### config.mk
export PLATFORM = sky130hd
export DESIGN_NAME = credit_fifo
export DESIGN_NICKNAME = d
export VERILOG_FILES = /design/src/credit_fifo.sv
export SDC_FILE = /design/constraint.sdc
export NUM_CORES = 1
export LEC_CHECK = 0
export BUFFER_PORTS_ARGS = -buffer_cell sky130_fd_sc_hd__buf_2
export CAP_MARGIN = 10
export CELL_PAD_IN_SITES_DETAIL_PLACEMENT = 1
export CELL_PAD_IN_SITES_GLOBAL_PLACEMENT = 2
export CORE_UTILIZATION = 29
export DETAILED_ROUTE_END_ITERATION = 6
export GPL_TIMING_DRIVEN = 0
export MAX_ROUTING_LAYER = met4
export PLACE_DENSITY_LB_ADDON = 0.3
export SLEW_MARGIN = 20
export SYNTH_ARGS = -nofsm -noshare
export SYNTH_HDL_FRONTEND = slang
export SYNTH_SLANG_ARGS = --single-unit
### constraint.sdc
create_clock -name clk -period 1.8 [get_ports clk]
set_input_delay 0.36 -clock clk [delete_from_list [all_inputs] [get_ports clk]]
set_output_delay 0.36 -clock clk [all_outputs]
set_load 0.005 [all_outputs]
### src/credit_fifo.sv
`timescale 1ns/10ps

module credit_fifo #(
    parameter type payload_t = logic,
    parameter int  DEPTH     = 8
) (
    input  logic                         clk,
    input  logic                         rst,
    input  logic                         push,
    input  payload_t                     push_data,
    input  logic                         pop,
    output payload_t                     pop_data,
    output logic [$clog2(DEPTH + 1)-1:0] count
);

    localparam int PTR_W = (DEPTH > 1) ? $clog2(DEPTH) : 1;
    localparam int CNT_W = $clog2(DEPTH + 1);
    localparam logic [CNT_W-1:0] FULL = CNT_W'(DEPTH);
    localparam logic [PTR_W-1:0] LAST = PTR_W'(DEPTH - 1);

    payload_t         mem [DEPTH];
    logic [PTR_W-1:0] wr_ptr;
    logic [PTR_W-1:0] rd_ptr;

    always_ff @(posedge clk) begin
        if (push) begin
            mem[wr_ptr] <= push_data;
        end
    end

    // show-ahead head of queue
    assign pop_data = mem[rd_ptr];

    always_ff @(posedge clk or posedge rst) begin
        if (rst) begin
            wr_ptr <= '0;
            rd_ptr <= '0;
            count  <= '0;
        end else begin
            if (push) begin
                wr_ptr <= (wr_ptr == LAST) ? '0 : wr_ptr + 1'b1;
            end
            if (pop) begin
                rd_ptr <= (rd_ptr == LAST) ? '0 : rd_ptr + 1'b1;
            end
            case ({push, pop})
                2'b10:   count <= count + 1'b1;
                2'b01:   count <= count - 1'b1;
                default: count <= count;
            endcase
        end
    end

    // producer spent a credit it did not hold
    a_no_overflow: assert property (@(posedge clk) disable iff (rst)
        push |-> (count != FULL))
        else $error("credit_fifo: push while full");

    a_no_underflow: assert property (@(posedge clk) disable iff (rst)
        pop |-> (count != '0))
        else $error("credit_fifo: pop while empty");

endmodule

# [Word level (Yosys, flattened, before mapping)]
# Memories as Yosys holds them, arrays and structs flattened.
# Index checks and enable logic that the tools add are counted.
[classes] n_addsub=4 n_eq_ne=4 mux=5 reduce_logical=1
[ops] op="case mux 4 bit (2 select lines)" n=1
[ops] op="adder 3 x 1 -> 3 bit, second input constant" n=2
[ops] op="== test 3 bit, second input constant" n=2
[ops] op="two-way mux 3 bit" n=2
[ops] op="adder 4 x 1 -> 4 bit, second input constant" n=1
[ops] op="subtractor 4 x 1 -> 4 bit, second input constant" n=1
[ops] op="== test 2 x 1 -> 1 bit, second input constant" n=1
[ops] op="== test 2 bit, second input constant" n=1
[ops] op="two-way mux 1 bit" n=2
[ops] op="nonzero test 2 bit" n=1
[totals] regBits=10 mem_bits_rw=8 inputBits=5 output_inout_bits=5 wordCells=18 memories=1
[mem_list] name="mem" words=8 width=1 rd=1 rd_ports_with_merged_regs=0 wr=1 line="21" rtl="payload_t mem [DEPTH];"

# [Longest topological paths before layout]
[depth] word_depth=2 mapped_depth=7 depth_no_buf=7

# [Least setup slack after synthesis]
# No wires, ideal clock.
[synth_timing] kind="input -> register" start="in push" end="reg count[3]" setup_ns=0.090 arrival_ns=1.580 required_time_ns=1.710 setup_slack_ns=0.130 stages=6 cell_sequence="inv_1 -> ha_1 -> clkbuf_1 -> or4b_1 -> a21o_1 -> o221ai_1"
[synth_via] elab_chain_len=2 elab_cells_between_ends=4
[synth_rtl] element="start, declared" line="9" rtl="input logic push,"
[synth_rtl] element="== test 2 x 1 -> 1 bit or == test 2 bit (tied branches)" line="46" rtl="case ({push, pop})"
[synth_rtl] element="case mux 4 bit (2 select lines) or nonzero test 2 bit (tied branches)"
[synth_rtl] element="end signal, assigned" line="47" rtl="2'b10: count <= count + 1'b1;"
[synth_rtl] element="end signal, assigned" line="48" rtl="2'b01: count <= count - 1'b1;"
[synth_rtl] element="end signal, assigned" line="49" rtl="default: count <= count;"
[synth_rtl] element="end, declared" line="13" rtl="output logic [$clog2(DEPTH + 1)-1:0] count"
# Several ways; a longest one is shown, not always the timed one.
# A chain may end at the register's enable or synchronous reset.

# [Worst setup path in the final report]
[layout_timing] start="reg rd_ptr[0]" end="out pop_data"
[layout_via] elab_chain_len=1
[layout_rtl] element="start, declared" line="23" rtl="logic [PTR_W-1:0] rd_ptr;"
[layout_rtl] element="start signal, assigned" line="44" rtl="rd_ptr <= (rd_ptr == LAST) ? '0 : rd_ptr + 1'b1;"
[layout_rtl] element="memory read (8 x 1 bit)"
[layout_rtl] element="end, declared" line="12" rtl="output payload_t pop_data,"
# Every way passes these cells.

==> impl_metrics.py <==
metrics = {
    "run_status": {
        "status": "complete, but fails checks",
        "violations": "setup timing",
    },
    "global_route": {
        "top_usage_layer": "met2",
        "grtUsageMet3_pct": 2.64,
        "grt.total_usage_pct": 10.7,
        "grt_remaining_overflow": 0,
        "use_met1_pct": 15.0,
        "grt_pass1_vias": 564,
        "grt_pass1_wl_mm": 2.61,
        "antenna_found_initial": 0,
        "grt_max_degree": 11,
        "met2_usage_pct": 15.3,
    },
    "setup_path": {
        "crit_path_max_incr_delay_ps": 500,
        "crit_slowest_cell": "mux4_2",
        "cp_top_family": "multiplexers",
        "crit_type": "reg2out",
        "startpoint_type": "flop",
        "crit_arrival_ps": 1590,
        "reg2reg_from": "rd_ptr[0]$_DFFE_PP0P_",
        "endpoint_kind": "output port",
        "cp_max_fo": 3,
        "crit_required_ps": 1440,
        "r2r_cells": 5,
        "path_buf_inv": 1,
        "rr_endpoint": "rd_ptr[2]$_DFFE_PP0P_",
        "r2r_slack_ps": 280,
        "path_cells": "mux4_2, mux2_4, buf_6",
    },
    "place": {
        "portBuffers": 9,
        "dpl.hpwl_mm": 1.19,
        "placed_area_sq_um": 1030,
        "dp_slack_ps": -143,
        "gp_congestion": 0.664,
    },
    "floorplan": {
        "die_h_um": 58.6,
        "rows": 20,
        "die_area_sq_um": 3430,
        "start_util_pct": 30.4,
        "core_area_sq_um": 3050,
        "die_w_um": 58.6,
        "io_pins": 10,
    },
    "power_and_ir_drop": {
        "p_int_mw": 0.956,
        "p_comb_share_pct": 36.5,
        "power_density_nw_per_um2": 1330,
        "clkPwrFrac_pct": 13.9,
        "swShare_pct": 33.7,
        "p_switching_mw": 0.486,
        "ir_worst_vdd_v": 0.000518,
        "sequentialPowerShare_pct": 49.6,
        "power_mw": 1.44,
        "leakage_nw": 0.448,
    },
    "synth": {
        "syn-num-nets": 85,
        "synth-seq-cells": 18,
        "yosysWarnings": 0,
        "synth_edf_count": 8,
        "synthCells": 73,
        "synthArstFlopShare_pct": 55.6,
        "synth_ff_type": "dfrtp_1",
        "ys_types": 27,
        "yosysSeqAreaShare_pct": 52.8,
        "syn-cell-area_sq_um": 928,
        "avgSynthCellArea_sq_um": 12.7,
    },
    "timing": {
        "timing.final.max_slew_violations": 0,
        "rsz0062_at_grt": "true",
        "period_needed_ps": 1950,
        "max_freq_mhz": 513,
        "fin_hold_ws_ps": 48.2,
        "fin_ws_ps": -150,
        "finalCritPeriodShare_pct": 108,
        "setup_tns_ps": -150,
        "hold_viol": 0,
        "skew_ps": 1.25,
        "tightest_slew_ps": 421,
        "slew_headroom_pct": 71.9,
        "setup_viol": 1,
    },
    "cts": {
        "clk_path_buf_depth": 2,
        "clk_latency_ps": 280,
        "h-tree-depth": 1,
        "cts-root-buf": "clkbuf_4",
        "clk_pin_slew_worst_paths_ps": 100,
        "cts_made_buffers": 3,
        "cts_tree": "yes",
        "clock-sinks": 18,
    },
    "route": {
        "drtAntennaViolNets": 0,
        "drc": 0,
        "wl_per_cell_um": 11.9,
        "drt_pass1_iterations": 1,
        "finalWirelength_mm": 1.58,
        "vias": 595,
        "viasPerCell": 4.51,
        "drt_iter0_drc": 0,
    },
    "layout": {
        "fillCellCount": 355,
        "layout-drive-gt1-share_pct": 26.1,
        "final_common_cell": "dfrtp_1",
        "fin_nets": 101,
        "stdcell_area_sq_um": 1080,
        "layout_common_cells": "dfrtp_1, buf_2, edfxtp_1, nor2_1, ha_1",
        "antennaDiodeCount": 0,
        "ff_latch_area_sq_um": 492,
        "multi_input_area_sq_um": 415,
        "syn2layout_area_growth_pct": 16.4,
    },
    "worst_hold_path": {
        "hold_class": "in2async",
    },
    "job": {
        "max-cap-violations": 0,
    },
}
-- power groups by stage --
stage	registers [mW]	clock network [mW]	logic (mW)
after floorplan	0.694	0	0.358
after global routing	0.743	0.232	0.611
after global placement	0.722	0	0.474
after CTS	0.720	0.212	0.507
after detailed placement	0.729	0	0.484
final	0.715	0.200	0.526
-- sequential cells by signal (all words and copies together) (netlist names) --
register,flops
rd_ptr,3
wr_ptr,3
count,4
mem,8
-- worst reg2reg max path: stages, from the launching register on --
cell	delay [ps]
dfrtp_2	450
buf_4	140
buf_4	130
ha_1	190
ha_1	260
mux2_2	260
-- worst max path at each step --
stage,to,slack (ps),start,cells past startpoint
final,pop_data,-150,rd_ptr[0]$_DFFE_PP0P_,3
after global routing,pop_data,-210,rd_ptr[0]$_DFFE_PP0P_,3
after CTS,pop_data,-170,rd_ptr[0]$_DFFE_PP0P_,3
after detailed placement,count[3]$_DFFE_PP0P_,-140,push,7
after global placement,count[3]$_DFFE_PP0P_,-120,push,7
after floorplan,count[3]$_DFFE_PP0P_,130,push,6
-- cell usage after synthesis (2+ instances only) --
library cell  number  area [sq um]
nor2_1             7          26.3
xnor2_1            2          17.5
mux2i_1            2          20.0
dfrtp_1           10           250
mux4_2             2          45.0
mux2_2             5          56.3
edfxtp_1           8           240
ha_1               7          87.6
nand2_1            3          11.3
nor3_1             2          10.0
nand2b_1           4          25.0
inv_1              6          22.5
-- repair_timing --
| action | CTS | global route |
|---|---|---|
| hold buffers | 0 | 0 |
| setup buffers | 1 | 1 |
| endpoints found under the setup margin | 1 | 1 |
| resized for setup | 2 | 1 |
-- metrics by stage --
stage | std cells | utilization [%]
after floorplan | 73 | -
after global placement | 126 | 33.7
after detailed placement | 126 | 33.7
after CTS | 131 | 35.0
after global routing | 132 | 35.4
final | 132 | 35.4
-- per-layer routing --
| metal | vias to the layer above | part of all wire [%] |
|---|---|---|
| met2 | 5 | 46 |
| met4 | 0 | 0.89 |
| met1 | 290 | 50 |
| li1 | 298 | - |
| met5 | - | 0 |
| met3 | 2 | 2.5 |
-- cells by family after synthesis --
kind of cell / after synthesis / synth area share (%)
compound gates: 8 / 6.87
xor+xnor: 3 / 2.83
fa+ha+maj: 7 / 9.43
buf+inv: 7 / 2.83
flops: 18 / 52.8
mux: 9 / 13.1
simple gates: 21 / 12.1
-- layout make-up --
class / count / share of cell area [%]
tap: 44 / 5.09
multi-input combinational: 48 / 38.4
timing repair buffer: 11 / 6.13
inverter: 6 / 2.08
buffer: 1 / 0.347
sequential: 18 / 45.5
clock buffer: 3 / 2.08
clock inverter: 1 / 0.347
Note: power is estimated with default switching activity, not from simulation.
