<file path="src/sa_params.svh">
`ifndef SA_PARAMS_SVH
`define SA_PARAMS_SVH

// array geometry
`define SA_DIM 5
`define SA_DATA_W 32
`define SA_IDX_W 3

// operand queue depth doubles as the upstream credit count
`define SA_IN_DEPTH 8
`define SA_OUT_DEPTH 8

`define SA_IN_CNT_W ($clog2(`SA_IN_DEPTH + 1))
`define SA_OUT_CNT_W ($clog2(`SA_OUT_DEPTH + 1))

// last product reaches the far corner 2*(dim-1) cycles after the last beat
`define SA_FLUSH_CYCLES (2 * (`SA_DIM - 1))

// first pop to last result push
`define SA_JOB_CYCLES (`SA_DIM + `SA_FLUSH_CYCLES + `SA_DIM)

`endif

</file>
<file path="src/sa_pkg.sv">
`include "sa_params.svh"

package sa_pkg;

    typedef logic [`SA_DATA_W-1:0] elem_t;

    // lane i sits at index i
    typedef elem_t [`SA_DIM-1:0] vec_t;

    // beat k carries column k of A and row k of B
    typedef struct packed {
        vec_t a_col;
        vec_t b_row;
    } operand_beat_t;

    typedef struct packed {
        logic [`SA_IDX_W-1:0] row_idx;
        vec_t                 row;
    } result_beat_t;

    typedef enum logic [1:0] {
        PE_CLEAR = 2'd0,
        PE_MAC   = 2'd1,
        PE_DRAIN = 2'd2
    } pe_mode_t;

endpackage

</file>
<file path="src/credit_fifo.sv">
`timescale 1ns/10ps

module credit_fifo #(
    parameter type payload_t = logic,
    parameter int  DEPTH     = 8
) (
    input  logic                         clk,
    input  logic                         rst,
    input  logic                         push,
    input  payload_t                     push_data,
    input  logic                         pop,
    output payload_t                     pop_data,
    output logic [$clog2(DEPTH + 1)-1:0] count
);

    localparam int PTR_W = (DEPTH > 1) ? $clog2(DEPTH) : 1;
    localparam int CNT_W = $clog2(DEPTH + 1);
    localparam logic [CNT_W-1:0] FULL = CNT_W'(DEPTH);
    localparam logic [PTR_W-1:0] LAST = PTR_W'(DEPTH - 1);

    payload_t         mem [DEPTH];
    logic [PTR_W-1:0] wr_ptr;
    logic [PTR_W-1:0] rd_ptr;

    always_ff @(posedge clk) begin
        if (push) begin
            mem[wr_ptr] <= push_data;
        end
    end

    // show-ahead head of queue
    assign pop_data = mem[rd_ptr];

    always_ff @(posedge clk or posedge rst) begin
        if (rst) begin
            wr_ptr <= '0;
            rd_ptr <= '0;
            count  <= '0;
        end else begin
            if (push) begin
                wr_ptr <= (wr_ptr == LAST) ? '0 : wr_ptr + 1'b1;
            end
            if (pop) begin
                rd_ptr <= (rd_ptr == LAST) ? '0 : rd_ptr + 1'b1;
            end
            case ({push, pop})
                2'b10:   count <= count + 1'b1;
                2'b01:   count <= count - 1'b1;
                default: count <= count;
            endcase
        end
    end

    // producer spent a credit it did not hold
    a_no_overflow: assert property (@(posedge clk) disable iff (rst)
        push |-> (count != FULL))
        else $error("credit_fifo: push while full");

    a_no_underflow: assert property (@(posedge clk) disable iff (rst)
        pop |-> (count != '0))
        else $error("credit_fifo: pop while empty");

endmodule

</file>
<file path="src/result_sender.sv">
`timescale 1ns/10ps
`include "sa_params.svh"

module result_sender
    import sa_pkg::*;
(
    input  logic                     clk,
    input  logic                     rst,
    input  logic                     res_push,
    input  result_beat_t             res_beat,
    output logic [`SA_OUT_CNT_W-1:0] out_free,
    input  logic                     out_credit,
    output logic                     out_valid,
    output result_beat_t             out_beat
);

    localparam int OUT_W = `SA_OUT_CNT_W;
    localparam logic [OUT_W-1:0] Q_DEPTH = OUT_W'(`SA_OUT_DEPTH);

    logic [OUT_W-1:0] q_count;
    logic [OUT_W-1:0] credits;

    credit_fifo #(
        .payload_t (result_beat_t),
        .DEPTH     (`SA_OUT_DEPTH)
    ) res_q_i (
        .clk       (clk),
        .rst       (rst),
        .push      (res_push),
        .push_data (res_beat),
        .pop       (out_valid),
        .pop_data  (out_beat),
        .count     (q_count)
    );

    // one beat per held credit
    assign out_valid = (credits != '0) && (q_count != '0);
    assign out_free  = Q_DEPTH - q_count;

    always_ff @(posedge clk or posedge rst) begin
        if (rst) begin
            credits <= '0;
        end else begin
            case ({out_credit, out_valid})
                2'b10:   credits <= credits + 1'b1;
                2'b01:   credits <= credits - 1'b1;
                default: credits <= credits;
            endcase
        end
    end

    // downstream has no more slots than this
    a_credit_bound: assert property (@(posedge clk) disable iff (rst)
        credits <= Q_DEPTH)
        else $error("result_sender: downstream returned too many credits");

endmodule

</file>
<file path="config.mk">
export PLATFORM = sky130hd
export DESIGN_NAME = result_sender
export DESIGN_NICKNAME = d
export VERILOG_FILES = /design/src/sa_pkg.sv /design/src/credit_fifo.sv /design/src/result_sender.sv
export VERILOG_INCLUDE_DIRS = /design/src
export SDC_FILE = /design/constraint.sdc
export NUM_CORES = 1
export LEC_CHECK = 0
export ABC_AREA = 1
export BUFFER_PORTS_ARGS = -buffer_cell sky130_fd_sc_hd__buf_2
export CELL_PAD_IN_SITES_DETAIL_PLACEMENT = 1
export CELL_PAD_IN_SITES_GLOBAL_PLACEMENT = 2
export CORE_UTILIZATION = 38
export DETAILED_ROUTE_END_ITERATION = 7
export HOLD_SLACK_MARGIN = 0.05
export PLACE_DENSITY_LB_ADDON = 0.1
export REMOVE_ABC_BUFFERS = 1
export SLEW_MARGIN = 20
export SYNTH_ARGS = -nofsm -noshare
export SYNTH_HDL_FRONTEND = slang
export SYNTH_SLANG_ARGS = --single-unit
</file>
<file path="constraint.sdc">
create_clock -name clk -period 8.2 [get_ports clk]
set_input_delay 0.41 -clock clk [delete_from_list [all_inputs] [get_ports clk]]
set_output_delay 0.41 -clock clk [all_outputs]
set_load 0.03 [all_outputs]
</file>
# After elaboration in Yosys (flattened, before gate mapping)
# Memories as Yosys holds them, arrays and structs flattened.
# Cells that the tools add are included.
# classes
bitwise_logic,0
mux,6
n_eq_ne,6
add_sub_neg,7
n_mul,0
shifts,0
n_reduce_logical,5
order_cmp,0
n_div,0
# op_table
operator,n
4-bit one-hot mux with 2 select lines,2
"4-bit by 1-bit adder with 4-bit output, second input constant",2
4-bit nonzero test,2
"4-bit by 1-bit subtractor with 4-bit output, second input constant",2
"3-bit by 1-bit adder with 3-bit output, second input constant",2
"3-bit == test, second input constant",2
3-bit 2-to-1 mux,2
"2-bit by 1-bit == test with 1-bit output, second input constant",2
"2-bit == test, second input constant",2
2-bit nonzero test,2
"4-bit subtractor, first input constant",1
1-bit 2-to-1 mux,2
1-bit logical AND,1
# totals
latchBits,0
reg_bits,14
ram_bits,1304
word_cells,29
mem_count,1
input_bits,167
rom_bits,0
out_inout_bits,168
# memory_table
name,depth,word_bits,read_ports,rd_ports_with_merged_regs,write_ports,line,text
res_q_i.mem,8,163,1,0,1,credit_fifo.sv:21,payload_t mem [DEPTH];

# Depth between registers and ports, before layout
# depth
word_depth,4
ltp_mapped,14
mapped_depth_nobuf,14

# Cells and area by module
# From an unflattened synthesis, not the netlist that was laid out.
# hier_totals
hier_cells,4129
area_unflattened_um2,51814.7
# by_module_without_submodules
mod,seq_area_each_um2,cells_each,area_per_inst_um2,n_inst
credit_fifo,39407.8,4080,51451.8,1
result_sender,100.1,49,362.8,1

# Worst setup path before layout
# No wires, ideal clock.
# synth_timing
path_type,input -> register
from,input res_push
to,memory res_q_i.mem[0][0] in the netlist's numbering (enable)
required_ns,7.512
stages,3
path_buffers,0
setup_ns,0.688
path_slack_ns,-0.028
arrival_time_ns,7.540
path_cell_list,inv_1 or2_2 nor2_1
# synth_between
elab_chain_cells,2
# synth_rtl
item,line,text
"start, declared",result_sender.sv:9,"input logic res_push,"
1-bit 2-to-1 mux,credit_fifo.sv:26,if (push) begin
1-bit 2-to-1 mux (not written as such),credit_fifo.sv:27,mem[wr_ptr] <= push_data;
"end, declared",credit_fifo.sv:21,
# Every way passes these cells.

==> impl_metrics.toml <==
[outcome]
status = "finished with violations"
failed_checks = "design-rule violations"

[timing]
max_slew_margin_pct = 22.6
fin_skew_ns = 0.0180
setup_ws_ns = 3.27
fmax_mhz = 203
finalCriticalPeriod_ns = 4.93
drv_slew = 0
rsz0062_at_grt = "no"
tightest_slew_ns = 1.16
min_period_over_period_pct = 60.2
hold_viol_final = 0
setup_violations = 0

[layout]
seqCellArea_sq_mm = 0.0395
fin_cells = 6464
layout.nets = 4750
syn_to_final_growth_pct = 17.8
fill_cells = 13992
drive_gt1_share_pct = 12.3
multi_input_area_sq_mm = 0.0110

[setup_path]
cp.depth = 9
cp.arrival_ns = 4.52
crit_chain = "buf_12 -> buf_4 -> nor2_1 -> nor2_1 -> o21ai_0 -> o21ai_1 -> nand2_1 -> nand2_1 -> buf_2"
critPathLaunchType = "flip-flop"
critPathBufInv = 3
critPathKind = "reg -> out"
rr_worst_depth = 4
end_kind = "primary output"
path_max_fanout = 189
slowest_delay_ns = 0.90
cp_top_family = "buffers and inverters"
crit_slowest_cell = "dfrtp_4"
cp.required_ns = 7.79

[power]
leakagePower_nw = 21.3
p_comb_share_pct = 37.1
p_int_mw = 14.1
p_total_mw = 23.4
p_per_area_mw_per_mm2 = 383
power_switching_mw = 9.34
switching_share_pct = 39.9
seq_power_share_pct = 36.7
ir_worst_vdd_mv = 0.338
clkPwrFrac_pct = 26.2

[synth]
postSynthCellCount = 4130
synth.largest_area_cell = "edfxtp_1"
synth-seq-cells = 1318
yosys_warnings = 0
avgSynthCellArea_sq_um = 12.5
synth.top_cell.area_share_pct = 75.6
ys_seq_area_share_pct = 76.3
synth_cell_type_count = 23
yosys-top-cells-area = "edfxtp_1 (76%), nor2_1 (7.2%), o21ai_0 (5.4%)"
syn_area_sq_mm = 0.0518

[detailed_routing]
detailedRoute.firstIterationViolations = 1784
routed_wl_um = 137000
wl_per_cell_um = 21.2
vias_per_cell = 5.08
drc = 4
firstDrtPassIters = 7
ant_nets = 0
vias = 32855

[clock_tree]
cts_resized = 0
cts_tree = "done"
htreeDepth = 4
root_buffer = "clkbuf_16"
cts.clk_slew.worst_paths_ns = 0.05
cts_hold_buffers = 165
clock_latency_ns = 0.76
post-cts-setup-buffer-count = 0
clock_path_buffers = 3
numCtsBuffers = 148
clkSinkCount = 1318

[die]
core-area_sq_mm = 0.135
die_w_um = 371
die_h_um = 371
start_util_pct = 38.3
dieArea_sq_mm = 0.138
io_pins = 335
num_rows = 135

[placed_design]
dp_cells = 6038
numPortBuffers = 334
dpl.hpwl_um = 67500
pre_cts_ws_ns = 4.15
place_congestion = 0.703

[worst_hold_path]
hp-class = "in -> reg"
hold_depth = 4

[global_route]
track_usage_pct = 19.9
antenna_found_initial = 13
grt_max_degree = 218
grt_overflow = 0
grt_pass1_vias = 33536
grt_pass1_wl_um = 207000

[run]
maxCapViolCount = 0
kinds of logic after synthesis:
logic type / count (synthesis) / share of synthesized area (%)
and+or+nand+nor: 1527 / 11.1
DFF: 1318 / 76.3
AOI/OAI and AO/OA: 990 / 9.57
buffers and inverters: 276 / 2.67
adders and majority gates: 11 / 0.266
xor gates and xnor gates: 8 / 0.135
Yosys cell counts:
cell	instances
o21ai_0	555
nand3b_1	2
edfxtp_1	1304
dfrtp_1	14
buf_2	66
inv_2	1
buf_1	38
buf_8	3
ha_1	11
o22ai_1	1
o21a_1	1
or2_2	2
clkbuf_1	115
inv_1	20
nor2_1	993
xor2_1	3
buf_6	29
a21oi_1	2
nand3_1	6
xnor2_1	5
o21ai_1	431
nand2_1	524
buf_4	4
worst paths after layout:
path                       slack (ns)            endpoint               from
setup / recovery                 3.27       out_beat[105]  res_q_i.rd_ptr[0]
max in group asynchronous        7.47   res_q_i.rd_ptr[2]                rst
min in group asynchronous        0.26          credits[1]                rst
setup reg to reg                 4.93  res_q_i.mem[6][83]  res_q_i.wr_ptr[0]
hold reg to reg                  0.53          credits[3]         credits[3]
hold / removal                   0.21          credits[0]         out_credit
cells in the final DEF, fill, tap and decap left out, drive strengths merged, types with 4 or more instances in the layout:
cell type    netlist  final
buf              140    382
bufinv             0      6
clkbuf           115    194
clkinv             0     53
dfrtp             14     14
diode              0      4
dlygate4sd3        0    165
edfxtp          1304   1304
ha                11     11
inv               21     24
nand2            524    524
nand3              6      6
nor2             993    993
o21ai            986    986
xnor2              5      5
worst register-to-register path, cell delays in order, from the launching register on:
cell and delay [ns]:
dfrtp_1 0.41, or2_2 0.41, nor2_4 0.47, buf_4 0.67
buf_4 0.85
area by class of cell:
| cell class | instances | area share (%) |
|---|---|---|
| Timing Repair Buffer | 547 | 6.20 |
| Inverter | 21 | 0.154 |
| Antenna cell | 4 | 0.0164 |
| Sequential cell | 1318 | 64.7 |
| Multi-Input combinational cell | 2536 | 18.0 |
| Clock inverter | 63 | 0.730 |
| Clock buffer | 194 | 6.54 |
| Tap cell | 1781 | 3.65 |
routing by layer:
layer  vias to the layer above  wire length, um  GRT usage [%]
met5                         -              109              0
met4                        20             2750           5.18
met3                       203             5210           3.45
met2                       490            65800           32.9
met1                     16646            63500           27.1
li1                      15496                -              -
state kept, by name, summed over array words and instances (netlist names):
register        cells
credits             4
res_q_i.count       4
res_q_i.mem      1304
res_q_i.rd_ptr      3
res_q_i.wr_ptr      3
power by group through the flow:
| stage | clock network (mW) | logic (mW) | registers (mW) |
|---|---|---|---|
| after global routing | 6.56 | 9.69 | 8.65 |
| after CTS | 6.33 | 8.93 | 8.59 |
| after global placement | 0 | 8.76 | 8.71 |
| after floorplan | 0 | 5.78 | 9.32 |
| final | 6.14 | 8.69 | 8.58 |
| after detailed placement | 0 | 8.82 | 8.73 |
metrics by stage:
step	cell area (sq um)	utilization [%]	hold slack, ns	setup TNS (ns)
4_1_cts	61000	45.1	0.138	0
5_1_grt	61000	45.1	0.204	0
3_5_place_dp	55000	40.6	0.520	0
3_3_place_gp	55000	40.6	0.512	0
6_report	61000	45.1	0.212	0
2_1_floorplan	50500	-	0.299	-2777.93
Power figures use the tool's default switching activity.
