File: src/sa_params.svh
`ifndef SA_PARAMS_SVH
`define SA_PARAMS_SVH

// array geometry
`define SA_DIM 5
`define SA_DATA_W 32
`define SA_IDX_W 3

// operand queue depth doubles as the upstream credit count
`define SA_IN_DEPTH 8
`define SA_OUT_DEPTH 8

`define SA_IN_CNT_W ($clog2(`SA_IN_DEPTH + 1))
`define SA_OUT_CNT_W ($clog2(`SA_OUT_DEPTH + 1))

// last product reaches the far corner 2*(dim-1) cycles after the last beat
`define SA_FLUSH_CYCLES (2 * (`SA_DIM - 1))

// first pop to last result push
`define SA_JOB_CYCLES (`SA_DIM + `SA_FLUSH_CYCLES + `SA_DIM)

`endif

File: src/sa_pkg.sv
`include "sa_params.svh"

package sa_pkg;

    typedef logic [`SA_DATA_W-1:0] elem_t;

    // lane i sits at index i
    typedef elem_t [`SA_DIM-1:0] vec_t;

    // beat k carries column k of A and row k of B
    typedef struct packed {
        vec_t a_col;
        vec_t b_row;
    } operand_beat_t;

    typedef struct packed {
        logic [`SA_IDX_W-1:0] row_idx;
        vec_t                 row;
    } result_beat_t;

    typedef enum logic [1:0] {
        PE_CLEAR = 2'd0,
        PE_MAC   = 2'd1,
        PE_DRAIN = 2'd2
    } pe_mode_t;

endpackage

File: src/skew_feeder.sv
`timescale 1ns/10ps
`include "sa_params.svh"

module skew_feeder
    import sa_pkg::*;
(
    input  logic          clk,
    input  logic          rst,
    input  logic          feed_valid,
    input  operand_beat_t beat,
    output vec_t          west,
    output vec_t          north
);

    vec_t a_lanes;
    vec_t b_lanes;

    // zeros between jobs keep the flush from adding to the sums
    assign a_lanes = feed_valid ? beat.a_col : '0;
    assign b_lanes = feed_valid ? beat.b_row : '0;

    assign west[0]  = a_lanes[0];
    assign north[0] = b_lanes[0];

    for (genvar i = 1; i < `SA_DIM; i++) begin : g_lane
        // lane i needs i stages
        elem_t a_sr [i];
        elem_t b_sr [i];

        always_ff @(posedge clk or posedge rst) begin
            if (rst) begin
                for (int j = 0; j < i; j++) begin
                    a_sr[j] <= '0;
                    b_sr[j] <= '0;
                end
            end else begin
                a_sr[0] <= a_lanes[i];
                b_sr[0] <= b_lanes[i];
                for (int j = 1; j < i; j++) begin
                    a_sr[j] <= a_sr[j-1];
                    b_sr[j] <= b_sr[j-1];
                end
            end
        end

        assign west[i]  = a_sr[i-1];
        assign north[i] = b_sr[i-1];
    end

endmodule

File: config.mk
export PLATFORM = sky130hd
export DESIGN_NAME = skew_feeder
export DESIGN_NICKNAME = d
export VERILOG_FILES = /design/src/sa_pkg.sv /design/src/skew_feeder.sv
export VERILOG_INCLUDE_DIRS = /design/src
export SDC_FILE = /design/constraint.sdc
export NUM_CORES = 1
export LEC_CHECK = 0
export BUFFER_PORTS_ARGS = -buffer_cell sky130_fd_sc_hd__buf_4
export CAP_MARGIN = 20
export CORE_AREA = 2 2 248 250
export DETAILED_ROUTE_END_ITERATION = 10
export DIE_AREA = 0 0 250 252
export PLACE_DENSITY = 0.65
export SYNTH_ARGS = -nofsm -noshare
export SYNTH_HDL_FRONTEND = slang
export SYNTH_SLANG_ARGS = --single-unit
File: constraint.sdc
create_clock -name clk -period 37.1 [get_ports clk]
set_input_delay 7.42 -clock clk [delete_from_list [all_inputs] [get_ports clk]]
set_output_delay 7.42 -clock clk [all_outputs]
set_load 0.1 [all_outputs]
# Word-level counts from Yosys, hierarchy flattened
# Cells that the tools add are included.
# classes
mux	2
# ops
cell	count
$mux 160	2
# word_totals
ff_bits	640
wordCells	22
output_inout_bits	320

# Depth between registers and ports, before layout
# Gate-level depths: netlist of run 1.
# logic_depth
depth_word	1
ltp_mapped	4
depth_no_buf	1

# Worst setup path after synthesis of run 1
# OpenSTA, ideal clock, no wires.
# synth_timing
path_kind	input port to output port
from	in feed_valid
to	out north[0] (netlist bit)
arrival_time_ps	8119
path_buffers	3
setup_slack_ps	21561
path_stages	4
path_cell_list	clkbuf_4 > clkbuf_2 > and2_1 > buf_4
# synth_lines
element	line_no	rtl
start: declaration	skew_feeder.sv:9	input logic feed_valid,
end: declaration	skew_feeder.sv:12	output vec_t north

==> impl_metrics.json, run 1 <==
{
  "ant_nets": 0,
  "worst_slack_ns": 20.59,
  "power_density_mw_per_mm2": 62.2,
  "critical_path.max_stage_delay_ns": 0.39,
  "peakVddDrop_uv": 42.1,
  "drive_gt1_share_pct": 44.0,
  "die_w_um": 250,
  "final-setup-viol-count": 0,
  "synth_top_family_by_area": "buffers and inverters",
  "met3WireLength_mm": 3.92,
  "track_usage_pct": 14.4,
  "critPathKind": "primary input to output port",
  "rsz0062_at_grt": "no",
  "cp_common_cell": "buf_4",
  "muxShareOfSynthArea_pct": 0,
  "yosysUniqueCellTypes": 8,
  "timing.rr.start": "g_lane[2].a_sr[53]",
  "layout_common_cells": "buf_4, dfrtp_1, and2_1",
  "grt_max_degree": 140,
  "dp_hpwl_mm": 33.5,
  "cp_data_required_time_ns": 29.68,
  "relSlewSlack_pct": 37.3,
  "routed.top_layer": "met5",
  "maxSlewViolCount": 0,
  "crit_path_max_fanout": 132,
  "final_common_cell": "buf_4",
  "drc": 0,
  "cts_resized": 0,
  "drtIter0Drc": 502,
  "min_period_over_period_pct": 44.5,
  "syn-cell-area_mm2": 0.0201,
  "gp_congestion": 0.808,
  "dr_wl_met2_mm": 24.2,
  "grt_pass1_vias": 10900,
  "hold_violations": 0,
  "cap_violations": 0,
  "cts_buffer_depth": 3,
  "fmax_mhz": 60.6,
  "worst_clock_skew_ns": 0.0254,
  "fp.coreArea_mm2": 0.0601,
  "grt_antenna_before_repair": 5,
  "critPathCaptureType": "output port",
  "die_height_um": 252,
  "leakage_nw": 13.5,
  "cts_tree": "done",
  "seq_area_mm2": 0.0160,
  "n_fill_cell": 5376,
  "worst_hold_path_type": "flop to flop",
  "synth_xor_xnor_area_share_pct": 0,
  "finalSetupTns_ns": 0,
  "utilization_pct": 43.6,
  "wl_per_cell_um": 18.2,
  "numPortBuffers": 642,
  "stdcell_area_mm2": 0.0262,
  "cts_buffers": 67,
  "multi_input_area_mm2": 0.00200,
  "post_synth_inst_count": 1252,
  "htree_levels": 3,
  "post-route-min-period_ns": 16.51,
  "path_cells": "buf_6, buf_4, buf_16, and2_1, buf_4",
  "dr.pass1.iters": 4,
  "place_area_mm2": 0.0239,
  "place_ws_ns": 20.27,
  "cts.hold.buffers_added": 0,
  "num_vias": 9890,
  "start_util_pct": 33.5,
  "whs_ns": 0.322,
  "synth.avg_cell_area_um2": 16.1,
  "nets": 2008,
  "hold_start": "g_lane[3].a_sr[58]",
  "start_kind": "primary input",
  "tightest_slew_ns": 0.941,
  "yosysWarningCount": 0,
  "ys_seq_elements": 640,
  "cp.arrival_ns": 9.09,
  "synthSimpleGateAreaFrac_pct": 9.95,
  "postCtsSetupRepairBufs": 0,
  "cts_sinks": 640,
  "cts-root-buf": "clkbuf_16",
  "clk_pin_slew_ns": 0.06,
  "synthAdderAreaFrac_pct": 0,
  "synth_nets": 1575,
  "avgViaCountPerCell": 3.93,
  "wirelength_mm": 45.9,
  "grt_overflow": 0,
  "wl_met1_mm": 16.9,
  "area_growth_pct": 30.4,
  "synth-compound-area-share_pct": 0,
  "crit_slowest_cell": "buf_6",
  "ios": 643,
  "die_area_mm2": 0.0630,
  "clk_latency_ns": 0.58,
  "run_status": "finished, final reports clean",
  "grt_pass1_wl_mm": 67.1,
  "critPathLaunch": "feed_valid",
  "ys_seq_area_share_pct": 79.6,
  "rows": 90
}
-- final cells by class --
| type | instances | area share, % |
|---|---|---|
| Tap cell | 782 | 3.73 |
| Inverter | 1 | 0.0429 |
| Clock buffer | 95 | 7.48 |
| Sequential cell | 640 | 61.0 |
| Multi-Input combinational cell | 320 | 7.63 |
| Timing Repair Buffer | 655 | 19.1 |
| Antenna cell | 1 | 0.00953 |
| Clock inverter | 25 | 1.03 |
-- critical path, delay by kind of cell --
kind | cells | cell delay (ns)
buffers and inverters | 4 | 1.25
AND/OR/NAND/NOR | 1 | 0.21
-- final timing paths --
kind	to	slack, ns	cells after the start
worst max register to register	west[85]	36.53	0
worst min register to register	west[122]	0.32	0
min in group asynchronous	g_lane[3].a_sr[73]	6.98	2
max in group asynchronous	g_lane[4].a_sr[55]	27.78	5
worst max-delay path	west[6]	20.59	5
worst min-delay path	west[122]	0.32	0
-- sequential cells by signal, indices dropped and copies added, names as in the netlist --
register,cells
north,96
g_lane.a_sr,224
west,96
g_lane.b_sr,224
-- power breakdown --
part	switching [mW]	internal (mW)	total [mW]
Combinational	0.173	0.0541	0.227
Clock	0.270	0.394	0.663
Sequential	0.0104	0.733	0.744
-- Yosys cell counts --
master | instances | area (um^2)
dfrtp_1 | 640 | 16000
and2_1 | 320 | 2000
clkbuf_4 | 3 | 22.5
clkbuf_1 | 1 | 3.75
clkbuf_2 | 30 | 150
buf_4 | 256 | 1920
buf_2 | 1 | 5.00
inv_1 | 1 | 3.75
-- cells by family after synthesis --
logic type	Yosys count
flops	640
simple gates	320
buf+inv	292
-- per-stage QoR --
step                      power (mW)  std cells
after floorplan                0.936       1252
after global placement         0.982       2394
after detailed placement       0.985       2394
after CTS                       1.66       2514
after global routing            1.70       2518
final                           1.63       2519
-- routing by layer --
| layer | global-route usage (%) | up-vias |
|---|---|---|
| li1 | - | 4420 |
| met1 | 16.2 | 4988 |
| met2 | 25.1 | 404 |
| met3 | 5.18 | 68 |
| met4 | 5.27 | 10 |
| met5 | 0 | - |
No activity file was read; power rests on OpenSTA's default activity.
==> inputs of run 2 (changes only) <==
--- a/config.mk
+++ b/config.mk
@@ -8,10 +8,10 @@
 export LEC_CHECK = 0
 export BUFFER_PORTS_ARGS = -buffer_cell sky130_fd_sc_hd__buf_4
 export CAP_MARGIN = 20
-export CORE_AREA = 2 2 248 250
+export CORE_AREA = 2 2 249 251
 export DETAILED_ROUTE_END_ITERATION = 10
-export DIE_AREA = 0 0 250 252
-export PLACE_DENSITY = 0.65
+export DIE_AREA = 0 0 251 253
+export PLACE_DENSITY = 0.67
 export SYNTH_ARGS = -nofsm -noshare
 export SYNTH_HDL_FRONTEND = slang
 export SYNTH_SLANG_ARGS = --single-unit
==> constraint.sdc (replaced) <==
create_clock -name clk -period 14.1 [get_ports clk]
set_input_delay 2.82 -clock clk [delete_from_list [all_inputs] [get_ports clk]]
set_output_delay 2.82 -clock clk [all_outputs]
set_load 0.1 [all_outputs]
==> impl_metrics.json, run 2 (same netlist as run 1, synthesis figures left out) <==
{
  "final-setup-viol-count": 0,
  "rows": 91,
  "track_usage_pct": 14.3,
  "path_cells": "buf_6, buf_4, and2_1, buf_4",
  "finalPower_mw": 4.38,
  "start_kind": "primary input",
  "fp.coreArea_mm2": 0.0610,
  "nets": 2009,
  "die_w_um": 251,
  "run_status": "finished, final reports clean",
  "r2r_slack_ns": 13.55,
  "finalSetupTns_ns": 0,
  "clk_pin_slew_ns": 0.06,
  "cts_buffers": 68,
  "num_vias": 9993,
  "fmax_mhz": 137,
  "cp.arrival_ns": 4.50,
  "drive_gt1_share_pct": 44.2,
  "crit_slowest_cell": "buf_4",
  "cts.hold.buffers_added": 0,
  "worst_slack_ns": 6.78,
  "drtIter0Drc": 547,
  "worst_hold_path_type": "flop to flop",
  "layout_common_cells": "buf_4, dfrtp_1, and2_1",
  "wl_per_cell_um": 18.2,
  "relSlewSlack_pct": 29.4,
  "die_area_mm2": 0.0635,
  "ios": 643,
  "min_period_over_period_pct": 51.9,
  "cp_data_required_time_ns": 11.28,
  "clk_latency_ns": 0.60,
  "maxSlewViolCount": 0,
  "start_util_pct": 33.0,
  "leakage_nw": 13.5,
  "final_common_cell": "buf_4",
  "post-route-min-period_ns": 7.32,
  "dp_hpwl_mm": 33.7,
  "power_density_mw_per_mm2": 166,
  "stdcell_area_mm2": 0.0264,
  "cap_violations": 0,
  "cts_sinks": 640,
  "place_ws_ns": 6.54,
  "die_height_um": 253,
  "postCtsSetupRepairBufs": 0,
  "grt_pass1_wl_mm": 67.6,
  "numPortBuffers": 642,
  "utilization_pct": 43.3,
  "hold_violations": 0,
  "dr.pass1.iters": 4,
  "grt_antenna_before_repair": 17,
  "cp_common_cell": "buf_4",
  "top_regs": "g_lane.a_sr: 224 flops, g_lane.b_sr: 224 flops",
  "worst_clock_skew_ns": 0.0156,
  "rsz0062_at_grt": "no",
  "gp_congestion": 0.826,
  "tightest_slew_ns": 1.06,
  "crit_path_max_fanout": 105,
  "grt_pass1_vias": 11100,
  "drc": 0,
  "place_area_mm2": 0.0239,
  "cts_resized": 0,
  "critPathKind": "primary input to output port",
  "cts_tree": "done",
  "grt_max_degree": 182,
  "cts-root-buf": "clkbuf_16",
  "grt_overflow": 0,
  "ant_nets": 0,
  "htree_levels": 3,
  "area_growth_pct": 31.2,
  "critPathCaptureType": "output port",
  "peakVddDrop_uv": 90.2,
  "critical_path.max_stage_delay_ns": 0.72,
  "wirelength_mm": 46.2,
  "avgViaCountPerCell": 3.94,
  "cts_buffer_depth": 3
}
run 2: cell count changes in the layout (fill, tap and decap cells not counted), moves of 2 or more:
cell,delta
buf_12,+2
bufinv_16,+3
clkbuf_1,-3
clkbuf_8,-3
clkinv_16,+4
clkinv_8,-4
clkinvlp_4,+2
diode_2,+6
inv_6,+3
run 2: final timing paths:
check / start / end / cells past startpoint
max in group asynchronous: rst / g_lane[2].a_sr[42] / 5
worst min-delay path: g_lane[3].a_sr[32] / west[96] / 0
worst max-delay path: feed_valid / west[19] / 4
min in group asynchronous: rst / north[110] / 2
worst min register to register: g_lane[3].a_sr[32] / west[96] / 0
worst max register to register: g_lane[2].b_sr[51] / north[83] / 0
run 2: final cells by class:
| type | count | area (um^2) |
|---|---|---|
| Multi-Input combinational cell | 320 | 2000 |
| Antenna cell | 7 | 17.5 |
| Timing Repair Buffer | 655 | 5010 |
| Sequential cell | 640 | 16000 |
| Tap cell | 790 | 988 |
| Clock buffer | 88 | 1890 |
| Clock inverter | 34 | 474 |
| Fill cell | 5415 | 34600 |
| Inverter | 1 | 7.51 |
run 2: stage by stage:
stage          hold WS, ns  std cells
2_1_floorplan        0.331       1252
3_3_place_gp         0.332       2402
3_5_place_dp         0.335       2403
4_1_cts              0.337       2525
5_1_grt              0.346       2535
6_report             0.333       2535
run 2: worst max-delay path, delay by kind of cell:
kind / cells / cell delay, ns
buf+inv: 3 / 1.36
simple gates: 1 / 0.25
run 2: per-layer routing:
| metal | part of all wire (%) | routed length (um) | GRT usage [%] |
|---|---|---|---|
| met5 | 0.095 | 44 | 0 |
| met4 | 3.6 | 1660 | 6.75 |
| met1 | 37 | 17100 | 16.6 |
| met2 | 50 | 23300 | 23.6 |
| met3 | 8.9 | 4120 | 5.46 |
run 2: power by group:
group | switching (mW) | leakage [nW] | internal [mW]
Clock | 0.751 | 1.16 | 1.08
Sequential | 0.0274 | 8.25 | 1.93
Combinational | 0.455 | 4.14 | 0.143
