==> src/sa_params.svh <==
`ifndef SA_PARAMS_SVH
`define SA_PARAMS_SVH

// array geometry
`define SA_DIM 5
`define SA_DATA_W 32
`define SA_IDX_W 3

// operand queue depth doubles as the upstream credit count
`define SA_IN_DEPTH 8
`define SA_OUT_DEPTH 8

`define SA_IN_CNT_W ($clog2(`SA_IN_DEPTH + 1))
`define SA_OUT_CNT_W ($clog2(`SA_OUT_DEPTH + 1))

// last product reaches the far corner 2*(dim-1) cycles after the last beat
`define SA_FLUSH_CYCLES (2 * (`SA_DIM - 1))

// first pop to last result push
`define SA_JOB_CYCLES (`SA_DIM + `SA_FLUSH_CYCLES + `SA_DIM)

`endif

==> src/sa_pkg.sv <==
`include "sa_params.svh"

package sa_pkg;

    typedef logic [`SA_DATA_W-1:0] elem_t;

    // lane i sits at index i
    typedef elem_t [`SA_DIM-1:0] vec_t;

    // beat k carries column k of A and row k of B
    typedef struct packed {
        vec_t a_col;
        vec_t b_row;
    } operand_beat_t;

    typedef struct packed {
        logic [`SA_IDX_W-1:0] row_idx;
        vec_t                 row;
    } result_beat_t;

    typedef enum logic [1:0] {
        PE_CLEAR = 2'd0,
        PE_MAC   = 2'd1,
        PE_DRAIN = 2'd2
    } pe_mode_t;

endpackage

==> src/array_sequencer.sv <==
`timescale 1ns/10ps
`include "sa_params.svh"

module array_sequencer
    import sa_pkg::*;
(
    input  logic                      clk,
    input  logic                      rst,
    input  logic [`SA_IN_CNT_W-1:0]   in_count,
    input  logic [`SA_OUT_CNT_W-1:0]  out_free,
    output logic                      pop,
    output logic                      feed_valid,
    output pe_mode_t                  mode,
    input  vec_t                      south_acc,
    output logic                      res_push,
    output result_beat_t              res_beat
);

    localparam int IN_W  = `SA_IN_CNT_W;
    localparam int OUT_W = `SA_OUT_CNT_W;
    localparam int PH_W  = $clog2(`SA_FLUSH_CYCLES + `SA_DIM);
    localparam logic [IN_W-1:0]  MIN_IN     = IN_W'(`SA_DIM);
    localparam logic [OUT_W-1:0] MIN_OUT    = OUT_W'(`SA_DIM);
    localparam logic [PH_W-1:0]  DIM_LAST   = PH_W'(`SA_DIM - 1);
    localparam logic [PH_W-1:0]  FLUSH_LAST = PH_W'(`SA_FLUSH_CYCLES - 1);

    typedef enum logic [1:0] {
        S_IDLE,
        S_LOAD,
        S_FLUSH,
        S_DRAIN
    } state_t;

    state_t          state;
    logic [PH_W-1:0] phase;
    logic            phase_last;
    logic            can_start;
    logic [PH_W-1:0] drain_row;

    // the push of this cycle is not yet counted in out_free
    assign can_start = (in_count >= MIN_IN) && (out_free >= MIN_OUT + OUT_W'(res_push));

    always_comb begin
        case (state)
            S_LOAD:  phase_last = (phase == DIM_LAST);
            S_FLUSH: phase_last = (phase == FLUSH_LAST);
            S_DRAIN: phase_last = (phase == DIM_LAST);
            default: phase_last = 1'b0;
        endcase
    end

    always_ff @(posedge clk or posedge rst) begin
        if (rst) begin
            state <= S_IDLE;
            phase <= '0;
        end else begin
            if (state == S_IDLE || phase_last) begin
                phase <= '0;
            end else begin
                phase <= phase + 1'b1;
            end
            case (state)
                S_IDLE:  if (can_start) state <= S_LOAD;
                S_LOAD:  if (phase_last) state <= S_FLUSH;
                S_FLUSH: if (phase_last) state <= S_DRAIN;
                // drain leaves every accumulator at zero, so a new job may follow
                S_DRAIN: if (phase_last) state <= can_start ? S_LOAD : S_IDLE;
                default: state <= S_IDLE;
            endcase
        end
    end

    assign pop        = (state == S_LOAD);
    assign feed_valid = (state == S_LOAD);
    assign res_push   = (state == S_DRAIN);

    always_comb begin
        case (state)
            S_LOAD, S_FLUSH: mode = PE_MAC;
            S_DRAIN:         mode = PE_DRAIN;
            default:         mode = PE_CLEAR;
        endcase
    end

    // bottom row leaves first
    assign drain_row = DIM_LAST - phase;

    always_comb begin
        res_beat.row_idx = drain_row[`SA_IDX_W-1:0];
        res_beat.row     = south_acc;
    end

    // start check must keep the operand queue ahead of the load
    a_pop_in_load: assert property (@(posedge clk) disable iff (rst)
        pop |-> (in_count > IN_W'(DIM_LAST - phase)))
        else $error("array_sequencer: operand queue short of the beats left in the load");

    // start check reserves a slot for every row still to drain
    a_push_in_drain: assert property (@(posedge clk) disable iff (rst)
        res_push |-> (out_free > OUT_W'(DIM_LAST - phase)))
        else $error("array_sequencer: result queue short of the rows left in the drain");

endmodule

==> config.mk <==
export PLATFORM = sky130hd
export DESIGN_NAME = array_sequencer
export DESIGN_NICKNAME = d
export VERILOG_FILES = /design/src/sa_pkg.sv /design/src/array_sequencer.sv
export VERILOG_INCLUDE_DIRS = /design/src
export SDC_FILE = /design/constraint.sdc
export NUM_CORES = 1
export LEC_CHECK = 0
export BUFFER_PORTS_ARGS = -buffer_cell sky130_fd_sc_hd__buf_4
export CAP_MARGIN = 20
export CORE_AREA = 2 2 129 131
export DETAILED_ROUTE_END_ITERATION = 8
export DIE_AREA = 0 0 131 133
export GPL_TIMING_DRIVEN = 0
export PLACE_DENSITY = 0.42
export SLEW_MARGIN = 20
export SYNTH_ARGS = -nofsm -noshare
export SYNTH_HDL_FRONTEND = slang
export SYNTH_SLANG_ARGS = --single-unit
export TNS_END_PERCENT = 10
==> constraint.sdc <==
create_clock -name clk -period 1.76 [get_ports clk]
set_input_delay 0.176 -clock clk [delete_from_list [all_inputs] [get_ports clk]]
set_output_delay 0.176 -clock clk [all_outputs]
set_load 0.02 [all_outputs]
Word level (Yosys, flattened, before mapping):

Index checks and enable logic that the tools add are counted.

* add/sub/neg operators: 3
* order comparisons: 2
* equality and inequality tests: 9
* multiplexer cells: 9
* reduce and logical (&&, ||, !) cells: 6

Operator list (count)
* 4-bit by 3-bit equality test with 1-bit output, second input constant: 2
* 2-bit two-way mux: 4
* 2-bit one-hot mux with 4 select lines: 1
* 3-bit by 1-bit adder with 4-bit output, first input constant: 1
* 4-bit by 1-bit adder with 4-bit output, second input constant: 1
* 2-bit equality test, second input constant: 2
* 4-bit by 3-bit greater-or-equal comparator with 1-bit output, second input constant: 1
* 4-bit greater-or-equal comparator: 1
* 4-bit two-way mux: 1
* 2-bit by 1-bit inequality test with 1-bit output, second input constant: 2
* 2-bit inequality test, second input constant: 2
* 2-bit one-hot mux with 2 select lines: 1
* 4-bit AND reduction: 1
* 2-bit OR reduction: 2
* 3-bit subtractor, first input constant: 1
* 2-bit by 1-bit equality test with 1-bit output, second input constant: 1
* 2-bit zero test: 1
* 1-bit one-hot mux with 2 select lines: 1
* 1-bit logical AND: 1
* 1-bit logical OR: 1
* 1-bit two-way mux: 1

* bits in registers: 6
* input port bits: 170
* output and inout port bits: 168

Logic depth before layout (Yosys ltp):

Gate-level depths: netlist of run 1.

* depth in word-level cells: 7
* depth in mapped cells: 8
* mapped depth without buffers: 8

Worst setup path after synthesis of run 1:

No wires, ideal clock.

* path kind: register -> register
* from: reg state[0]
* to: reg state[1]
* library setup time: 0.125 ns
* arrival: 1.910 ns
* required time: 1.635 ns
* path slack: -0.275 ns
* stages on the path, launching flop included: 9
* period minus slack after synthesis: 2.035 ns
* cell sequence: dfrtp_1 -> ha_1 -> inv_1 -> ha_1 -> nor2b_1 -> o21ai_0 -> a21boi_2 -> nor2_1 -> mux2_4

* word-level cells in the longest chain between the ends: 6
* elaborated cells on any way between the ends: 15

Ends and longest elaborated chain
* start, declared: line array_sequencer.sv:34 `state_t state;`
* start signal, assigned: line array_sequencer.sv:67 `S_DRAIN: if (phase_last) state <= can_start ? S_LOAD : S_IDLE;`
* 2-bit equality test (*): line array_sequencer.sv:75 `assign res_push = (state == S_DRAIN);`
* via res_push: line array_sequencer.sv:15 `output logic res_push,`
* 3-bit by 1-bit adder with 4-bit output: line array_sequencer.sv:41 `assign can_start = (in_count >= MIN_IN) && (out_free >= MIN_OUT + OUT_W'(res_push));`
* 4-bit greater-or-equal comparator: line array_sequencer.sv:41
* 1-bit logical AND: line array_sequencer.sv:41
* 2-bit inequality test (no line)
* 4-bit AND reduction (no line)

Mark *: on every way through the listed nets, which the timed path passes. The rest lies on a longest branch.
A chain may end at the register's enable or synchronous reset.

Worst setup path after layout of run 1:

* from: reg state[0]
* to: reg state[1]

* word-level cells in the longest chain between the ends: 6
* elaborated cells on any way between the ends: 15

Ends and longest elaborated chain (line)
* 2-bit equality test: array_sequencer.sv:44, array_sequencer.sv:62, array_sequencer.sv:75
* 3-bit by 1-bit adder with 4-bit output: array_sequencer.sv:41
* 4-bit greater-or-equal comparator: array_sequencer.sv:41
* 1-bit logical AND: array_sequencer.sv:41
* 2-bit inequality test (no line)
* 4-bit AND reduction (no line)

Parallel ways exist; a longest one is shown, timed or not.

==> results of run 1 <==
## power by group through the flow
stage	clock, W	sequential, W	combinational, W
after floorplan	0	0.000289	0.00124
after global placement	0	0.000317	0.00186
after detailed placement	0	0.000320	0.00189
after CTS	0.000365	0.000317	0.00198
after global routing	0.000375	0.000326	0.00219
final	0.000359	0.000315	0.00202
## kinds of logic after synthesis
family          count (synthesis)  synth area share
compound gates                  9            0.0377
xor+xnor                        3            0.0155
fa+ha+maj                       9            0.0665
buf+inv                       171             0.741
flops                           6            0.0887
mux                             1           0.00887
simple gates                   14            0.0421
## registers in the layout, indices dropped and copies added, names as in the netlist
register and count:
phase 4, state 2
## placed cells by master, fill, tap and decap left out, drive strengths merged
| cell | Yosys | final |
|---|---|---|
| buf | 163 | 345 |
| ha | 9 | 9 |
| inv | 8 | 8 |
| nor2 | 7 | 7 |
| dfrtp | 6 | 6 |
| clkbuf | 0 | 3 |
| o31a | 2 | 2 |
| xor2 | 2 | 2 |
| a31oi | 2 | 2 |
| o21ai | 2 | 2 |
| and3b | 1 | 1 |
| nor3b | 1 | 1 |
| o211ai | 1 | 1 |
| nor2b | 1 | 1 |
| nand2 | 1 | 1 |
| a21oi | 1 | 1 |
| nand2b | 1 | 1 |
| a21boi | 1 | 1 |
| mux2 | 1 | 1 |
| or2b | 1 | 1 |
| xnor2 | 1 | 1 |
| nand3 | 1 | 1 |
| dlygate4sd3 | 0 | 1 |
## cell type report
type	count	area (um^2)	area share
timing repair buffer	183	1380	0.396
buffer	163	1220	0.352
multi-input combinational	36	340	0.0979
tap	220	275	0.0792
sequential	6	153	0.0439
clock buffer	3	75.1	0.0216
inverter	8	32.5	0.00936
## layer usage
layer	vias up	GRT usage	share of wire
li1	865	-	-
met1	790	0.0429	0.28
met2	187	0.103	0.55
met3	2	0.0194	0.16
met4	0	0.0177	0.011
met5	-	0	0
## stage by stage
| stage | hold WS [ns] | instance area (um^2) | setup WS (ns) | util | std cells |
|---|---|---|---|---|---|
| 6_report | 0.444 | 3480 | 0.0341 | 0.215 | 619 |
| 2_1_floorplan | -0.0330 | 1710 | -0.00405 | - | 213 |
| 3_3_place_gp | 0.112 | 3320 | -0.105 | 0.205 | 610 |
| 4_1_cts | 0.445 | 3440 | -0.00963 | 0.213 | 617 |
| 5_1_grt | 0.474 | 3480 | -0.0298 | 0.215 | 619 |
| 3_5_place_dp | 0.122 | 3320 | -0.145 | 0.205 | 610 |
## final timing paths
check | start | to | slack, ns | depth (start not counted)
hold reg to reg | phase[0]$_DFF_PP0_ | phase[0]$_DFF_PP0_ | 0.57 | 1
min in group asynchronous | rst | phase[3]$_DFF_PP0_ | 0.46 | 3
max in group asynchronous | rst | state[1]$_DFFE_PP0P_ | 1.08 | 3
hold / removal | out_free[3] | state[0]$_DFFE_PP0P_ | 0.44 | 5
setup / recovery | state[0]$_DFFE_PP0P_ | state[1]$_DFFE_PP0P_ | 0.03 | 5
setup reg to reg | state[0]$_DFFE_PP0P_ | state[1]$_DFFE_PP0P_ | 0.03 | 5
## worst reg2reg max path: cells and delay by family, from the launching register on
family                     cells  cell delay (ns)
and+or+nand+nor                1             0.16
muxes                          1             0.31
DFF                            1             0.44
buffers and inverters          1             0.15
AOI/OAI and AO/OA              1             0.29
adders and majority gates      1             0.27
## synthesized netlist by cell type (2+ instances only)
cell type	n
buf_4	163
ha_1	9
inv_1	8
nor2_1	7
dfrtp_1	6
a31oi_1	2
o31a_1	2
xor2_1	2
## what timing repair did
| action | in CTS | in global routing |
|---|---|---|
| pin swaps | 5 | 6 |
| hold buffers | 1 | 0 |
| endpoints found under the setup margin | 2 | 2 |
| hold endpoints to repair | 6 | 0 |
| setup buffers | 3 | 2 |
| gates resized for setup | 6 | 3 |
==> flow_metrics.env, run 1 <==
export IMPL_path_delay_family="flip-flops"
export IMPL_criticalPathCategory="register to register"
export IMPL_initial_utilization=0.105
export IMPL_finalCriticalPeriod_ns=1.73
export IMPL_numCtsBuffers=3
export IMPL_synthDistinctLibCells=22
export IMPL_ys_ff_latch=6
export IMPL_min_period_over_period=0.981
export IMPL_finalPower_w=0.00269
export IMPL_hold_class="input pin to register"
export IMPL_maxSlewViolCount=0
export IMPL_worst_path_buf_inv=1
export IMPL_synth_ff_type="dfrtp_1"
export IMPL_netlist_area_leader_share=0.723
export IMPL_n_fill_cell=1830
export IMPL_die_width_um=131
export IMPL_clock_power_share=0.133
export IMPL_critical_path_slowest_cell="dfrtp_2"
export IMPL_io_pins=338
export IMPL_syn_inst=213
export IMPL_syn_num_nets=392
export IMPL_dp_hpwl_um=5290
export IMPL_first_global_vias=1548
export IMPL_gp_congestion=0.692
export IMPL_fin_nets=580
export IMPL_ys_seq_area_frac=0.0887
export IMPL_drc=0
export IMPL_cap_viol_max_count=0
export IMPL_path_cells="buf_4, ha_1, o31a_1, nor2_2, mux2_4"
export IMPL_crit_required_ns=1.87
export IMPL_hold_viol_final=0
export IMPL_p_sw_frac=0.423
export IMPL_post_drt_wl_per_cell_um=9.16
export IMPL_diodes=0
export IMPL_status="finished clean"
export IMPL_die_area_um2=17400
export IMPL_clockBufferDepth=2
export IMPL_drive_gt1_frac=0.905
export IMPL_crit_path_start_kind="register"
export IMPL_dr_total_vias=1844
export IMPL_grt_overflow_total=0
export IMPL_tightestPinTransition_ns=0.257
export IMPL_cts_sinks=6
export IMPL_clk_insertion_delay_late_ns=0.22
export IMPL_peakVddDrop_v=0.000464
export IMPL_synth_top_cell_by_area="buf_4"
export IMPL_die_height_um=133
export IMPL_setup_viol=0
export IMPL_max_stage_delay_ns=0.44
export IMPL_antenna_found_initial=0
export IMPL_cts_tree="built"
export IMPL_path_max_fanout=4
export IMPL_combPwrFrac=0.750
export IMPL_async_flop_share=1.00
export IMPL_fmax_mhz=579
export IMPL_fin_worst_skew_ns=0.00230
export IMPL_grt_pass1_wl_um=6800
export IMPL_pwr_share_seq=0.117
export IMPL_wl_um=5670
export IMPL_root_buffer="clkbuf_16"
export IMPL_worstSetupEndpointType="register"
export IMPL_synth_area_leaders="buf_4 (72%), dfrtp_1 (8.9%), ha_1 (6.7%)"
export IMPL_groute_usage_overall=0.0506
export IMPL_core_area_um2=16200
export IMPL_grt_setup_unrepaired="true"
export IMPL_slew_headroom=0.828
export IMPL_grt_max_degree=8
export IMPL_synth_area_um2=1690
export IMPL_internal_power_w=0.00155
export IMPL_cts_htree_levels=1
export IMPL_port_buffers=177
export IMPL_yosys_warnings=0
export IMPL_cp_arrival_ns=1.83
export IMPL_syn2layout_area_growth_pct=105
export IMPL_num_rows=47
export IMPL_syn_area_per_cell_um2=7.95
export IMPL_synth_edf_count=0
export IMPL_setup_tns_ns=0
export IMPL_drtAntennaViolNets=0
export IMPL_dr_pass1_iters=3
export IMPL_clk_pin_slew_ns=0.03
export IMPL_p_leak_nw=1.95
export IMPL_p_switching_w=0.00114
export IMPL_power_density_nw_per_um2=775
export IMPL_drt_iter0_drc=12
export IMPL_via_per_inst=2.98
Power figures use the tool's default switching activity.
==> inputs of run 2 (changes only) <==
--- a/config.mk
+++ b/config.mk
@@ -12,7 +12,7 @@
 export DETAILED_ROUTE_END_ITERATION = 8
 export DIE_AREA = 0 0 131 133
 export GPL_TIMING_DRIVEN = 0
-export PLACE_DENSITY = 0.42
+export PLACE_DENSITY_LB_ADDON = 0.3
 export SLEW_MARGIN = 20
 export SYNTH_ARGS = -nofsm -noshare
 export SYNTH_HDL_FRONTEND = slang
==> run 2 against run 1 <==
Core utilization did not move. Final cell count unchanged. Clock skew down 0.0020 ns. Cell area unchanged. Count of clock-buffer cells in the layout stayed put. First-iteration DRC count decreased by 58%. Combinational power grew 2%. Highest routed layer unchanged.
==> flow_metrics.env, run 2 (synthesis gave the netlist of run 1 again) <==
export IMPL_status="finished clean"
export IMPL_root_buffer="clkbuf_16"
export IMPL_clk_insertion_delay_late_ns=0.23
export IMPL_critical_path_slowest_cell="dfrtp_2"
export IMPL_crit_path_start_kind="register"
export IMPL_fmax_mhz=579
export IMPL_antenna_found_initial=0
export IMPL_worstSetupEndpointType="register"
export IMPL_dr_total_vias=1849
export IMPL_io_pins=338
export IMPL_path_cells="buf_4, ha_1, o31a_1, nor2_2, mux2_4"
export IMPL_clockBufferDepth=2
export IMPL_r2r_start="state[0]$_DFFE_PP0P_"
export IMPL_maxSlewViolCount=0
export IMPL_crit_required_ns=1.87
export IMPL_die_area_um2=17400
export IMPL_min_period_over_period=0.982
export IMPL_tightestPinTransition_ns=0.245
export IMPL_max_stage_delay_ns=0.43
export IMPL_initial_utilization=0.105
export IMPL_finalPower_w=0.00274
export IMPL_top_regs="phase x4, state x2"
export IMPL_path_delay_family="flip-flops"
export IMPL_post_drt_wl_per_cell_um=9.80
export IMPL_num_rows=47
export IMPL_cts_tree="built"
export IMPL_fin_util=0.215
export IMPL_drtAntennaViolNets=0
export IMPL_dp_cells=610
export IMPL_die_width_um=131
export IMPL_syn2layout_area_growth_pct=105
export IMPL_drive_gt1_frac=0.905
export IMPL_power_density_nw_per_um2=787
export IMPL_cap_viol_max_count=0
export IMPL_cp_arrival_ns=1.83
export IMPL_clk_pin_slew_ns=0.03
export IMPL_dp_hpwl_um=5680
export IMPL_largest_register_ff_count=4
export IMPL_grt_setup_unrepaired="true"
export IMPL_crit_reg2reg_capture="state[1]$_DFFE_PP0P_"
export IMPL_hold_viol_final=0
export IMPL_p_leak_nw=1.95
export IMPL_hp_start="out_free[3]"
export IMPL_grt_pass1_wl_um=7100
export IMPL_hold_class="input pin to register"
export IMPL_setup_viol=0
export IMPL_criticalPathCategory="register to register"
export IMPL_die_height_um=133
export IMPL_reg2reg_slack_ns=0.03
export IMPL_grt_overflow_total=0
export IMPL_rr_worst_depth=5
export IMPL_path_depth=5
export IMPL_core_area_um2=16200
export IMPL_diodes=0
export IMPL_dr_pass1_iters=4
export IMPL_groute_usage_overall=0.0538
export IMPL_drt_iter0_drc=5
export IMPL_wl_um=6070
export IMPL_setup_slack_ns=0.0320
export IMPL_cts_sinks=6
export IMPL_regMostFlops="phase"
export IMPL_drc=0
export IMPL_dp_slack_ns=-0.108
export IMPL_final_cell_mix="buf_4 (345), inv_1 (7), nor2_1 (6)"
export IMPL_n_fill_cell=1806
export IMPL_holdPathEnd="state[0]$_DFFE_PP0P_"
export IMPL_grt_max_degree=8
export IMPL_finalCriticalPeriod_ns=1.73
export IMPL_numCtsBuffers=3
export IMPL_gp_congestion=0.784
export IMPL_fin_worst_skew_ns=0.000341
export IMPL_worst_path_buf_inv=1
export IMPL_cts_htree_levels=1
export IMPL_layout_commonest_cell="buf_4"
export IMPL_min_path_cells=5
export IMPL_first_global_vias=1535
export IMPL_peakVddDrop_v=0.000476
export IMPL_instances_no_fill=619
export IMPL_path_max_fanout=4
export IMPL_port_buffers=177
export IMPL_via_per_inst=2.99
export IMPL_fin_nets=580
export IMPL_slew_headroom=0.837
## run 2: cell type report
class                           count  area [um^2]  area share
Timing Repair Buffer              183         1380       0.396
Buffer                            163         1220       0.352
Multi-Input combinational cell     36          340      0.0979
Tap cell                          220          275      0.0792
Sequential cell                     6          153      0.0439
Clock buffer                        3         75.1      0.0216
Inverter                            8         32.5     0.00936
## run 2: timing repair
item	CTS	global route
hold buffers	1	0
gates resized for setup	4	5
setup buffers	4	1
endpoints found under the setup margin	2	2
hold endpoints to repair	6	0
pin swaps	4	6
## run 2: where the power goes
| group | switching [W] | internal, W | leakage [nW] |
|---|---|---|---|
| Combinational | 0.00101 | 0.00105 | 1.84 |
| Clock | 0.0000729 | 0.000291 | 0.0370 |
| Sequential | 0.0000962 | 0.000216 | 0.0721 |
| Total | 0.00118 | 0.00156 | 1.95 |
## run 2: worst max path at each step
stage | from | endpoint | slack (ns)
finish | state[0]$_DFFE_PP0P_ | state[1]$_DFFE_PP0P_ | 0.03
floorplan | state[1]$_DFFE_PP0P_ | state[1]$_DFFE_PP0P_ | -0.004
global placement | state[0]$_DFFE_PP0P_ | state[1]$_DFFE_PP0P_ | -0.12
global route | state[1]$_DFFE_PP0P_ | state[1]$_DFFE_PP0P_ | -0.02
CTS | state[0]$_DFFE_PP0P_ | state[1]$_DFFE_PP0P_ | 0.0006
detailed placement | state[0]$_DFFE_PP0P_ | state[1]$_DFFE_PP0P_ | -0.11
## run 2: per-stage QoR
step / setup TNS (ns) / cell area, um^2 / hold slack (ns)
detailed placement: -0.202 / 3320 / 0.127
global route: -0.0291 / 3480 / 0.483
global placement: -0.200 / 3320 / 0.117
CTS: 0 / 3450 / 0.464
floorplan: -0.00405 / 1710 / -0.0330
finish: 0 / 3480 / 0.455
## run 2: worst register-to-register path, delay by kind of cell, from the launching register on
kind | cells | cell delay, ns
AOI/OAI and AO/OA | 1 | 0.29
adders and majority gates | 1 | 0.28
buffers and inverters | 1 | 0.15
DFF | 1 | 0.43
muxes | 1 | 0.31
and+or+nand+nor | 1 | 0.15
## run 2: metal layers
metal,up-vias,global-route usage,wire (um)
li1,865,-,-
met1,790,0.0362,1490
met2,192,0.118,3460
met3,2,0.0283,1090
met4,0,0.0124,25
met5,-,0,0
